**src/usb_rx_pkg.sv**
```systemverilog
// shared types and constants for the usb full-speed receive path, imported by each rx block.
package usb_rx_pkg;

  typedef logic [7:0]  data_byte_t;
  typedef logic [3:0]  pid_t;
  typedef logic [15:0] sr_word_t;

  // decoded bit stream from the line decoder.
  typedef struct packed {
    logic bit_valid;
    logic bit_val;
    logic eop;
  } rx_bit_t;

  typedef enum logic [2:0] {
    RX_NONE,
    RX_OUT,
    RX_IN,
    RX_DATA0,
    RX_DATA1,
    RX_ACK,
    RX_NAK,
    RX_ERR
  } rx_pid_e;

  localparam pid_t PID_OUT   = 4'b0001;
  localparam pid_t PID_IN    = 4'b1001;
  localparam pid_t PID_DATA0 = 4'b0011;
  localparam pid_t PID_DATA1 = 4'b1011;
  localparam pid_t PID_ACK   = 4'b0010;
  localparam pid_t PID_NAK   = 4'b1010;

  localparam logic [4:0]  CRC5_POLY     = 5'b00101;
  localparam logic [4:0]  CRC5_RESIDUE  = 5'b01100;
  localparam logic [15:0] CRC16_POLY    = 16'h8005;
  localparam logic [15:0] CRC16_RESIDUE = 16'h800d;

  // kjkjkjkk decodes to seven zeros then a one, lsb first.
  localparam data_byte_t SYNC_PATTERN = 8'h80;

endpackage
```
**src/usb_rx.sv**
```systemverilog
// usb full-speed receiver top; takes the raw d+/d- pair and reports packet type and data bytes.
`timescale 1ns/1ps

module usb_rx #(
  parameter int CLKS_PER_BIT = 8
) (
  input  logic                   clk,
  input  logic                   n_rst,
  input  logic                   d_plus,
  input  logic                   d_minus,
  output usb_rx_pkg::rx_pid_e    rx_packet,
  output logic                   store_rx_packet_data,
  output usb_rx_pkg::data_byte_t rx_packet_data
);
  import usb_rx_pkg::*;

  logic     sample;
  logic     line_dp;
  logic     line_dm;
  rx_bit_t  rx_bit;
  sr_word_t sr_data;
  logic     byte_done;
  logic     clear_count;
  logic     clear_crc;
  logic     crc_shift;
  logic     pass_5;
  logic     pass_16;

  assign crc_shift = rx_bit.bit_valid && !rx_bit.eop;

  rx_timer #(
    .CLKS_PER_BIT(CLKS_PER_BIT)
  ) u_timer (
    .clk    (clk),
    .n_rst  (n_rst),
    .d_plus (d_plus),
    .d_minus(d_minus),
    .sample (sample),
    .line_dp(line_dp),
    .line_dm(line_dm)
  );

  rx_decoder u_decoder (
    .clk    (clk),
    .n_rst  (n_rst),
    .sample (sample),
    .line_dp(line_dp),
    .line_dm(line_dm),
    .rx_bit (rx_bit)
  );

  rx_deserializer u_deser (
    .clk        (clk),
    .n_rst      (n_rst),
    .rx_bit     (rx_bit),
    .clear_count(clear_count),
    .sr_data    (sr_data),
    .byte_done  (byte_done)
  );

  crc_check #(
    .WIDTH  (5),
    .POLY   (CRC5_POLY),
    .RESIDUE(CRC5_RESIDUE)
  ) u_crc5 (
    .clk     (clk),
    .n_rst   (n_rst),
    .clear   (clear_crc),
    .shift_en(crc_shift),
    .bit_in  (rx_bit.bit_val),
    .pass    (pass_5)
  );

  crc_check #(
    .WIDTH  (16),
    .POLY   (CRC16_POLY),
    .RESIDUE(CRC16_RESIDUE)
  ) u_crc16 (
    .clk     (clk),
    .n_rst   (n_rst),
    .clear   (clear_crc),
    .shift_en(crc_shift),
    .bit_in  (rx_bit.bit_val),
    .pass    (pass_16)
  );

  rx_control_fsm u_fsm (
    .clk                 (clk),
    .n_rst               (n_rst),
    .rx_bit              (rx_bit),
    .sr_data             (sr_data),
    .byte_done           (byte_done),
    .pass_5              (pass_5),
    .pass_16             (pass_16),
    .clear_crc           (clear_crc),
    .clear_count         (clear_count),
    .rx_packet           (rx_packet),
    .store_rx_packet_data(store_rx_packet_data),
    .rx_packet_data      (rx_packet_data)
  );

endmodule

```
**src/rx_control_fsm.sv**
```systemverilog
// packet fsm: finds sync, checks the pid, tracks the packet body and reports the result.
`timescale 1ns/1ps

module rx_control_fsm (
  input  logic                   clk,
  input  logic                   n_rst,
  input  usb_rx_pkg::rx_bit_t    rx_bit,
  input  usb_rx_pkg::sr_word_t   sr_data,
  input  logic                   byte_done,
  input  logic                   pass_5,
  input  logic                   pass_16,
  output logic                   clear_crc,
  output logic                   clear_count,
  output usb_rx_pkg::rx_pid_e    rx_packet,
  output logic                   store_rx_packet_data,
  output usb_rx_pkg::data_byte_t rx_packet_data
);
  import usb_rx_pkg::*;

  typedef enum logic [2:0] {
    IDLE,
    PID,
    TOKEN,
    DATA,
    HANDSHAKE,
    WAIT_EOP
  } state_e;

  state_e     state_q;
  state_e     state_d;
  rx_pid_e    rx_packet_d;
  pid_t       pid_q;
  pid_t       pid_d;
  logic [1:0] byte_cnt_q; // bytes after the pid, saturating.
  logic [1:0] byte_cnt_d;
  logic       mid_byte_q;
  logic       mid_byte_d;
  logic       clear_count_d;
  logic       store_d;
  data_byte_t cur_byte;
  pid_t       rx_pid;
  pid_t       rx_pid_chk;
  logic       sync_seen;

  assign cur_byte   = sr_data[15:8];
  assign rx_pid     = cur_byte[3:0];
  assign rx_pid_chk = cur_byte[7:4];
  assign sync_seen  = rx_bit.bit_valid && (cur_byte == SYNC_PATTERN);

  always_comb begin
    state_d       = state_q;
    rx_packet_d   = rx_packet;
    pid_d         = pid_q;
    byte_cnt_d    = byte_cnt_q;
    mid_byte_d    = mid_byte_q;
    clear_count_d = 1'b0;
    store_d       = 1'b0;
    if (rx_bit.bit_valid) begin
      mid_byte_d = !byte_done;
    end
    if (byte_done && byte_cnt_q != 2'd3) begin
      byte_cnt_d = byte_cnt_q + 2'd1;
    end
    unique case (state_q)
      IDLE: begin
        if (sync_seen) begin
          state_d       = PID;
          rx_packet_d   = RX_NONE;
          clear_count_d = 1'b1;
          byte_cnt_d    = '0;
          mid_byte_d    = 1'b0;
        end
      end
      PID: begin
        if (rx_bit.eop) begin
          state_d     = IDLE;
          rx_packet_d = RX_ERR;
        end else if (byte_done) begin
          pid_d      = rx_pid;
          byte_cnt_d = '0;
          if (rx_pid_chk != ~rx_pid) begin
            state_d     = WAIT_EOP;
            rx_packet_d = RX_ERR;
          end else begin
            unique case (rx_pid)
              PID_OUT, PID_IN:     state_d = TOKEN;
              PID_DATA0, PID_DATA1: state_d = DATA;
              PID_ACK, PID_NAK:    state_d = HANDSHAKE;
              default: begin
                state_d     = WAIT_EOP; // setup, sof and the rest.
                rx_packet_d = RX_ERR;
              end
            endcase
          end
        end
      end
      TOKEN: begin
        if (rx_bit.eop) begin
          state_d     = IDLE;
          rx_packet_d = RX_ERR;
          if (pass_5 && byte_cnt_q == 2'd2 && !mid_byte_q) begin
            rx_packet_d = (pid_q == PID_OUT) ? RX_OUT : RX_IN;
          end
        end
      end
      DATA: begin
        if (rx_bit.eop) begin
          state_d     = IDLE;
          rx_packet_d = RX_ERR;
          if (pass_16 && byte_cnt_q >= 2'd2 && !mid_byte_q) begin
            rx_packet_d = (pid_q == PID_DATA0) ? RX_DATA0 : RX_DATA1;
          end
        end else if (byte_done) begin
          store_d = 1'b1;
        end
      end
      HANDSHAKE: begin
        if (rx_bit.eop) begin
          state_d     = IDLE;
          rx_packet_d = RX_ERR;
          if (byte_cnt_q == 2'd0 && !mid_byte_q) begin
            rx_packet_d = (pid_q == PID_ACK) ? RX_ACK : RX_NAK;
          end
        end
      end
      WAIT_EOP: begin
        if (rx_bit.eop) begin
          state_d = IDLE;
        end
      end
      default: state_d = IDLE;
    endcase
  end

  always_ff @(posedge clk or negedge n_rst) begin
    if (!n_rst) begin
      state_q              <= IDLE;
      rx_packet            <= RX_NONE;
      pid_q                <= '0;
      byte_cnt_q           <= '0;
      mid_byte_q           <= 1'b0;
      clear_count          <= 1'b0;
      clear_crc            <= 1'b0;
      store_rx_packet_data <= 1'b0;
    end else begin
      state_q              <= state_d;
      rx_packet            <= rx_packet_d;
      pid_q                <= pid_d;
      byte_cnt_q           <= byte_cnt_d;
      mid_byte_q           <= mid_byte_d;
      clear_count          <= clear_count_d;
      clear_crc            <= (state_d == PID); // held through the pid byte.
      store_rx_packet_data <= store_d;
    end
  end

  always_ff @(posedge clk) begin
    if (byte_done) begin
      rx_packet_data <= cur_byte;
    end
  end

  assert property (@(posedge clk) disable iff (!n_rst)
    store_rx_packet_data |-> (state_q == DATA) && $past(byte_done));

endmodule

```
**src/crc_check.sv**
```systemverilog
// serial crc register with residue compare; instantiated once for crc5 and once for crc16.
`timescale 1ns/1ps

module crc_check #(
  parameter int               WIDTH   = 5,
  parameter logic [WIDTH-1:0] POLY    = '0,
  parameter logic [WIDTH-1:0] RESIDUE = '0
) (
  input  logic clk,
  input  logic n_rst,
  input  logic clear,
  input  logic shift_en,
  input  logic bit_in,
  output logic pass
);

  logic [WIDTH-1:0] crc;
  logic             feedback;

  assign feedback = bit_in ^ crc[WIDTH-1];
  assign pass     = (crc == RESIDUE);

  always_ff @(posedge clk or negedge n_rst) begin
    if (!n_rst) begin
      crc <= '1;
    end else if (clear) begin
      crc <= '1;
    end else if (shift_en) begin
      if (feedback) begin
        crc <= {crc[WIDTH-2:0], 1'b0} ^ POLY;
      end else begin
        crc <= {crc[WIDTH-2:0], 1'b0};
      end
    end
  end

endmodule

```
**src/rx_deserializer.sv**
```systemverilog
// shift register and bit counter that turn the decoded bit stream into bytes for the control fsm.
`timescale 1ns/1ps

module rx_deserializer (
  input  logic                 clk,
  input  logic                 n_rst,
  input  usb_rx_pkg::rx_bit_t  rx_bit,
  input  logic                 clear_count,
  output usb_rx_pkg::sr_word_t sr_data,
  output logic                 byte_done
);
  import usb_rx_pkg::*;

  sr_word_t   sr_q;
  logic [2:0] bit_cnt;

  // window including the bit arriving this cycle.
  assign sr_data   = rx_bit.bit_valid ? {rx_bit.bit_val, sr_q[15:1]} : sr_q;
  assign byte_done = rx_bit.bit_valid && (bit_cnt == 3'd7);

  always_ff @(posedge clk or negedge n_rst) begin
    if (!n_rst) begin
      sr_q    <= '1;
      bit_cnt <= '0;
    end else begin
      if (rx_bit.eop) begin
        sr_q <= '1; // flush so stale bits never look like sync.
      end else if (rx_bit.bit_valid) begin
        sr_q <= sr_data;
      end
      if (clear_count) begin
        bit_cnt <= '0;
      end else if (rx_bit.bit_valid) begin
        bit_cnt <= bit_cnt + 3'd1;
      end
    end
  end

  assert property (@(posedge clk) disable iff (!n_rst) byte_done |-> rx_bit.bit_valid);

endmodule

```
**src/rx_decoder.sv**
```systemverilog
// nrzi decoder with stuffed-bit removal and eop detection, driven by the timer sample strobe.
`timescale 1ns/1ps

module rx_decoder (
  input  logic                clk,
  input  logic                n_rst,
  input  logic                sample,
  input  logic                line_dp,
  input  logic                line_dm,
  output usb_rx_pkg::rx_bit_t rx_bit
);
  import usb_rx_pkg::*;

  localparam logic [2:0] ONES_STUFF = 3'd6;
  localparam logic [2:0] ONES_IDLE  = 3'd7;

  logic       prev_dp;
  logic [2:0] ones_cnt;
  logic [1:0] se0_cnt;
  logic       se0;
  logic       same;
  logic       stuffed;
  rx_bit_t    rx_bit_d;

  assign se0     = !line_dp && !line_dm;
  assign same    = (line_dp == prev_dp);
  assign stuffed = !same && (ones_cnt == ONES_STUFF);

  always_comb begin
    rx_bit_d = '0;
    rx_bit_d.bit_val = same;
    if (sample) begin
      if (se0) begin
        rx_bit_d.eop = (se0_cnt == 2'd1); // second se0 sample.
      end else if (se0_cnt == 2'd0 && !stuffed) begin
        rx_bit_d.bit_valid = 1'b1;
      end
    end
  end

  always_ff @(posedge clk or negedge n_rst) begin
    if (!n_rst) begin
      prev_dp  <= 1'b1;
      ones_cnt <= ONES_IDLE;
      se0_cnt  <= '0;
      rx_bit   <= '0;
    end else begin
      rx_bit <= rx_bit_d;
      if (sample) begin
        prev_dp <= line_dp;
        if (se0) begin
          if (se0_cnt != 2'd2) begin
            se0_cnt <= se0_cnt + 2'd1;
          end
          if (se0_cnt == 2'd1) begin
            ones_cnt <= ONES_IDLE; // back to idle after eop.
          end
        end else begin
          se0_cnt <= '0;
          // the j after se0 carries no data.
          if (se0_cnt == 2'd0) begin
            if (!same) begin
              ones_cnt <= '0;
            end else if (ones_cnt != ONES_IDLE) begin
              ones_cnt <= ones_cnt + 3'd1;
            end
          end
        end
      end
    end
  end

  assert property (@(posedge clk) disable iff (!n_rst)
    !(rx_bit.bit_valid && rx_bit.eop));

endmodule

```
**src/rx_timer.sv**
```systemverilog
// line synchronizer and bit clock recovery; pulses sample near the middle of each bit time.
`timescale 1ns/1ps

module rx_timer #(
  parameter int CLKS_PER_BIT = 8
) (
  input  logic clk,
  input  logic n_rst,
  input  logic d_plus,
  input  logic d_minus,
  output logic sample,
  output logic line_dp,
  output logic line_dm
);

  localparam int CNT_W = $clog2(CLKS_PER_BIT);
  localparam logic [CNT_W-1:0] HALF_M1 = CNT_W'(CLKS_PER_BIT / 2 - 1);
  localparam logic [CNT_W-1:0] LAST = CNT_W'(CLKS_PER_BIT - 1);

  logic meta_dp;
  logic meta_dm;
  logic dp_prev;
  logic edge_seen;
  logic [CNT_W-1:0] phase;

  assign edge_seen = (line_dp != dp_prev);

  always_ff @(posedge clk or negedge n_rst) begin
    if (!n_rst) begin
      meta_dp <= 1'b1; // idle j.
      meta_dm <= 1'b0;
      line_dp <= 1'b1;
      line_dm <= 1'b0;
      dp_prev <= 1'b1;
      phase   <= '0;
      sample  <= 1'b0;
    end else begin
      meta_dp <= d_plus;
      meta_dm <= d_minus;
      line_dp <= meta_dp;
      line_dm <= meta_dm;
      dp_prev <= line_dp;
      sample  <= !edge_seen && (phase == HALF_M1);
      if (edge_seen) begin
        phase <= CNT_W'(1); // realign on every transition.
      end else if (phase == LAST) begin
        phase <= '0;
      end else begin
        phase <= phase + 1'b1;
      end
    end
  end

  assert property (@(posedge clk) disable iff (!n_rst) sample |=> !sample);

endmodule

```
**config.mk**
```make
export PLATFORM = sky130hd
export DESIGN_NAME = usb_rx
export DESIGN_NICKNAME = d
export VERILOG_FILES = /design/src/usb_rx_pkg.sv /design/src/usb_rx.sv /design/src/rx_control_fsm.sv /design/src/crc_check.sv /design/src/rx_deserializer.sv /design/src/rx_decoder.sv /design/src/rx_timer.sv
export SDC_FILE = /design/constraint.sdc
export NUM_CORES = 1
export LEC_CHECK = 0
export BUFFER_PORTS_ARGS = -buffer_cell sky130_fd_sc_hd__buf_2
export CORE_MARGIN = 10
export CORE_UTILIZATION = 50
export CTS_BUF_LIST = sky130_fd_sc_hd__clkbuf_8
export DETAILED_ROUTE_END_ITERATION = 7
export PLACE_DENSITY = 0.71
export SLEW_MARGIN = 10
export SYNTH_ARGS = -nofsm -noshare
export SYNTH_HDL_FRONTEND = slang
export SYNTH_SLANG_ARGS = --single-unit
```
**constraint.sdc**
```tcl
create_clock -name clk -period 4.9 [get_ports clk]
set_input_delay 0.49 -clock clk [delete_from_list [all_inputs] [get_ports clk]]
set_output_delay 0.49 -clock clk [all_outputs]
set_load 0.1 [all_outputs]
```
* Yosys cells after proc, flatten, opt, wreduce, memory -nomap -nowiden
Index checks and enable logic that the tools add are counted.
** Storage, ports and cells
- Bits in registers :: 82
- Input port bits :: 4
- Output and inout bits :: 12
- Word-level logic and storage cells :: 175
** Cells by class
- Mux-type cells :: 60
- Order comparisons :: 1
- Bitwise operators :: 6
- Eq/ne operators :: 39
- $add $sub $neg :: 5
- Reductions and logical operators :: 38
** Operators with widths (count)
- 2-to-1 mux 16 bit :: 6
- 2-to-1 mux 3 bit :: 27
- one-hot mux 3 bit (3 select lines) :: 2
- == test 16 bit, second input constant :: 1
- == test 4 x 2 -> 1 bit, second input constant :: 4
- 2-to-1 mux 2 bit :: 8
- == test 3 bit, second input constant :: 5
- one-hot mux 3 bit (5 select lines) :: 1
- != test 2 bit, second input constant :: 7
- logical AND 1 bit :: 13
- 2-to-1 mux 1 bit :: 13
- == test 4 bit, second input constant :: 3
- 2-to-1 mux 5 bit :: 2
- adder 3 x 1 -> 3 bit, second input constant :: 3
- == test 3 x 2 -> 1 bit, second input constant :: 3
- == test 4 x 1 -> 1 bit, second input constant :: 2
- == test 8 bit, second input constant :: 1
- logical NOT 1 bit :: 8
- nonzero test 2 bit :: 4
- AND reduction 7 bit :: 1
- == test 3 x 1 -> 1 bit, second input constant :: 2
- != test 3 x 2 -> 1 bit, second input constant :: 2
- OR reduction 2 bit :: 3
- OR reduction 6 bit :: 1
- 24 further kinds :: 27

* Depth between registers and ports, before layout
- Depth after elaboration :: 9
- Gate-level depth with buffers :: 7

* By module
A second synthesis with hierarchy kept.
** Unflattened totals
- Cells, all modules :: 327
- Area, all modules :: 4199.0 um2
** By module, submodules not included
- rx_control_fsm :: area an instance 1378.8 um2, cells each 123, times used 1, sequential area each 640.6 um2
- rx_deserializer :: area an instance 933.4 um2, cells each 63, times used 1, sequential area each 495.5 um2
- crc_check at u_crc16 :: area an instance 759.5 um2, cells each 61, times used 1, sequential area each 420.4 um2
- rx_decoder :: area an instance 540.5 um2, cells each 40, times used 1, sequential area each 230.2 um2
- rx_timer :: area an instance 315.3 um2, cells each 19, times used 1, sequential area each 229.0 um2
- crc_check at u_crc5 :: area an instance 257.7 um2, cells each 20, times used 1, sequential area each 131.4 um2
- usb_rx :: area an instance 13.8 um2, cells each 1, times used 1, sequential area each 0.0 um2

* Worst setup path after synthesis
OpenSTA, ideal clock, no wires.
- Kind :: flip-flop to flip-flop
- Start point :: reg u_deser.bit_cnt[0]
- End point :: reg u_fsm.rx_packet[2]
- Library setup time :: 0.128 ns
- Arrival :: 1.780 ns
- Stages on the path, launching flop included :: 8
- Data required time :: 4.772 ns
- Period minus slack after synthesis :: 1.908 ns
- Slack :: 2.992 ns
- Path through :: dfrtp_1 ha_1 ha_1 a21bo_1 a221oi_1 nor2_1 o31ai_2 mux2_1
** On the way
- Word-level cells in the longest chain between the ends :: 4
** Ends and longest elaborated chain
- from (decl) :: line rx_deserializer.sv:15 : logic [2:0] bit_cnt;
- from (signal assigned) :: line rx_deserializer.sv:34 : bit_cnt <= bit_cnt + 3'd1;
- == test 3 bit :: line rx_deserializer.sv:19 : assign byte_done = rx_bit.bit_valid && (bit_cnt == 3'd7);
- logical AND 1 bit :: line rx_deserializer.sv:19
- != test 3 x 2 -> 1 bit (no line)
- AND reduction 7 bit (no line)
- to (signal assigned) :: line rx_control_fsm.sv:147 : rx_packet <= rx_packet_d;
- to (decl) :: line rx_control_fsm.sv:14 : output usb_rx_pkg::rx_pid_e rx_packet,
Every way passes these cells.
A chain may end at the register's enable or synchronous reset.

* Final worst setup path
- Start point :: reg u_decoder.rx_bit[2] (netlist name)
- End point :: reg u_crc16.crc[15]
** On the way
- Word-level cells in the longest chain between the ends :: 2
** Ends and longest elaborated chain
- logical AND 1 bit :: line usb_rx.sv:29 : assign crc_shift = rx_bit.bit_valid && !rx_bit.eop;
- nonzero test 2 bit (no line)
- to (signal assigned) :: line crc_check.sv:30 : crc <= {crc[WIDTH-2:0], 1'b0} ^ POLY;
- to (signal assigned) :: line crc_check.sv:32 : crc <= {crc[WIDTH-2:0], 1'b0};
- to (decl) :: line crc_check.sv:17 : logic [WIDTH-1:0] crc;
Every way passes these cells.

==> key figures <==
Run status
  • Outcome: completed

Placement
  • Port-buffer cells: 15
  • Global placement routability congestion: around 0.85
  • Post-place setup slack: 2464 ps
  • Dpl hpwl: 4551 um

Hold path
  • Worst hold path type: in -> async

Yosys
  • Post-synthesis sequential area ratio: 53.21%
  • Post-Syn Area: about 3600 sq um
  • Synth unique cells: 55
  • Synth Net Count: between 300 and 400
  • Post-Syn Instances: between 300 and 400
  • Main synth FF type: dfstp_2
  • Async S/R FF share, synth: about nine tenths
  • Synth Register Bits: 74
  • Synth Area per Inst: 10.90 sq um
  • EDFF count, synth: 8
  • YS warnings: 0

Setup path
  • Critical Path Fanout Max: 25
  • Reg2Reg Setup Slack: around 2400 ps
  • Crit Path Category: reg -> reg
  • Nature of the critical path startpoint: flop
  • Endpoint type of the worst setup path: flop
  • WP data required: between 5000 and 6000 ps
  • Crit path DAT: between 2000 and 3000 ps

STA
  • Fmax: 407.2 MHz
  • Crit share post-route: ~50%
  • Sum of negative setup slack: 0 ps
  • RSZ-0062 raised after global routing: false
  • Hold violation count in the final report: 0
  • Final WS setup: 2444 ps
  • Slew Limit Fails: 0
  • Setup violations, final: 0
  • Slew @ Worst Pin: 921.8 ps
  • Clk_skew: between 9 and 10 ps
  • Minimum clock period: 2456 ps
  • Slew HR: about two fifths

Global routing
  • Grt total ovfl: 0
  • Vias in the first global route: roughly 2400
  • Global-route usage over all layers: around 12%
  • First-pass GRT wire length: about 11000 um
  • Initial antenna violation count: 0
  • Largest net degree at the start of global routing: 45

Die
  • Die Span Y: between 100 and 150 um
  • I/O pins: 16
  • Initial Util: 50.72%
  • Placeable Area: 7176 sq um
  • Die X: about 110 um
  • Die area: ~11000 sq um
  • Rows: 31

Layout
  • Area Growth Syn to Fin: 8.938%
  • Area of the multi-input gates: approximately 1600 sq um
  • Fin util: between 50% and 60%
  • Final net count: between 300 and 400
  • Ant. Diodes: 0
  • Share of layout cells above drive strength 1: roughly 23%
  • Fillers: about 600
  • Register area: 1937 sq um

Power and ir drop
  • Power Density: 551.7 nW/um^2
  • Worst IR Drop VDD: around 190 uV
  • PnR Total Power: ~0.0022 W
  • Leak Pwr: roughly 1.7 nW

Routing
  • Vias: between 2000 and 2500
  • Iteration-0 DRC Markers: ~110
  • WL final: about 6500 um
  • DRC viols: 0
  • Routed Antenna Nets: 0
  • Drt wl/cell: about 14 um
  • Drt via density: roughly 5.4
  • Pre-antenna DRT Iters: 4

Clocking
  • Root buf cell: clkbuf_8
  • Resize count post-CTS: 0
  • Clock sink total: 74
  • H-tree Lvls: 3
  • Hold_buf cts: 0
  • Worst-Skew Late Latency: ~360 ps
  • # Post-CTS Setup Buffers: 0
  • Clock transition at path regs: approximately 70 ps
  • CTS tree: yes
  • Max Root-Sink Buffers: 2
  • TritonCTS Buffers: 9

Job
  • Max Cap Violations: 0
[routing by layer]
metal  wire (um)  share of wire [%]  vias up  track usage, %
li1            -                  -     1181               -
met1        3065                 47     1168           15.05
met2        3042                 47       47           19.64
met3         243                3.7       13           2.923
met4         148                2.3        0           6.863
met5           0                  0        -               0
[synthesized netlist by cell type (all sizes together) (8+ instances only)]
| master | count | area share, % |
|---|---|---|
| xnor2 | 8 | 1.9 |
| edfxtp | 8 | 6.6 |
| nand2 | 51 | 5.3 |
| nand3b | 18 | 3.7 |
| dfstp | 36 | 26 |
| a21oi | 9 | 1.2 |
| mux2 | 10 | 3.1 |
| o21ai | 9 | 1.2 |
| inv | 14 | 1.4 |
| nor2 | 20 | 2.1 |
| ha | 14 | 4.8 |
| dfrtp | 30 | 21 |
| clkbuf | 10 | 1.0 |
| mux2i | 8 | 2.2 |
[worst paths after layout]
check                                              start                           to  cells after the start
setup / recovery           u_decoder.rx_bit[2]$_DFF_PN0_  u_crc16.crc[15]$_DFFE_PN1P_                      3
hold / removal                                     n_rst   u_fsm.state_q[1]$_DFF_PN0_                      1
setup reg to reg           u_decoder.rx_bit[2]$_DFF_PN0_  u_crc16.crc[15]$_DFFE_PN1P_                      3
hold reg to reg                u_timer.meta_dm$_DFF_PN0_    u_timer.line_dm$_DFF_PN0_                      0
max in group asynchronous                          n_rst    u_crc5.crc[4]$_DFFE_PN1P_                      2
min in group clk                                  d_plus    u_timer.meta_dp$_DFF_PN1_                      1
[state kept, by name (all words and copies together), names as in the netlist, 2 cells and up]
register	cells
u_deser.bit_cnt	3
u_deser.sr_q	8
u_fsm.state_q	3
u_fsm.byte_cnt_q	2
u_decoder.ones_cnt	3
u_crc16.crc	16
u_fsm.rx_packet_data	8
u_decoder.se0_cnt	2
u_fsm.pid_q	4
u_crc5.crc	5
u_timer.phase	3
u_fsm.rx_packet	3
u_decoder.rx_bit	3
[power breakdown]
group          internal [W]  total, W  switching, W  leakage (nW)
logic              0.000290  0.000676      0.000386         0.780
clock network      0.000229  0.000444      0.000215        0.0992
registers          0.000875   0.00107      0.000193         0.842
[cells by family after synthesis]
| logic type | Yosys count | share of synthesized area [%] |
|---|---|---|
| XOR/XNOR | 15 | 3.610 |
| AND/OR/NAND/NOR | 139 | 20.39 |
| buffers and inverters | 30 | 3.369 |
| AO/OA/AOI/OAI | 44 | 9.316 |
| flip-flops | 74 | 53.21 |
| multiplexers | 18 | 5.294 |
| adder cells (fa/ha/maj) | 14 | 4.813 |
[cell usage in the layout, fill, tap and decap left out, types with 4 or more instances in the layout]
cell      instances
o21ai_0           6
xnor2_1           8
inv_1            16
or2_1             4
nor2_1           20
a21oi_1           9
mux2_2            8
buf_2            15
dfstp_2          36
xor2_1            7
clkbuf_8          9
nand2b_1          5
nand2_1          51
mux2i_1           8
nor2b_1           5
edfxtp_1          8
ha_1             14
nor3_1            5
nand3b_1         18
dfrtp_1          30
[cell type report]
cell class	instances	area share [%]
multi-input combinational	230	39.92
clock inverter	7	1.578
inverter	14	1.325
tap	99	3.124
timing repair buffer	16	2.083
sequential	74	48.85
clock buffer	9	3.124
[critical path, stage by stage (launching register included)]
cell and delay, ps:
dfrtp_1 950, nand2b_1 720, o21ai_0 320, or3b_1 380
[per-stage QoR]
step | cell area (sq um) | cells | hold WS, ps
final | 3965 | 449 | 98.25
after global routing | 3965 | 449 | 145.5
after CTS | 3963 | 449 | 114.8
after detailed placement | 3776 | 433 | 345.2
after global placement | 3776 | 433 | 345.4
after floorplan | 3640 | 334 | 194.4
No activity file was read; power rests on OpenSTA's default activity.
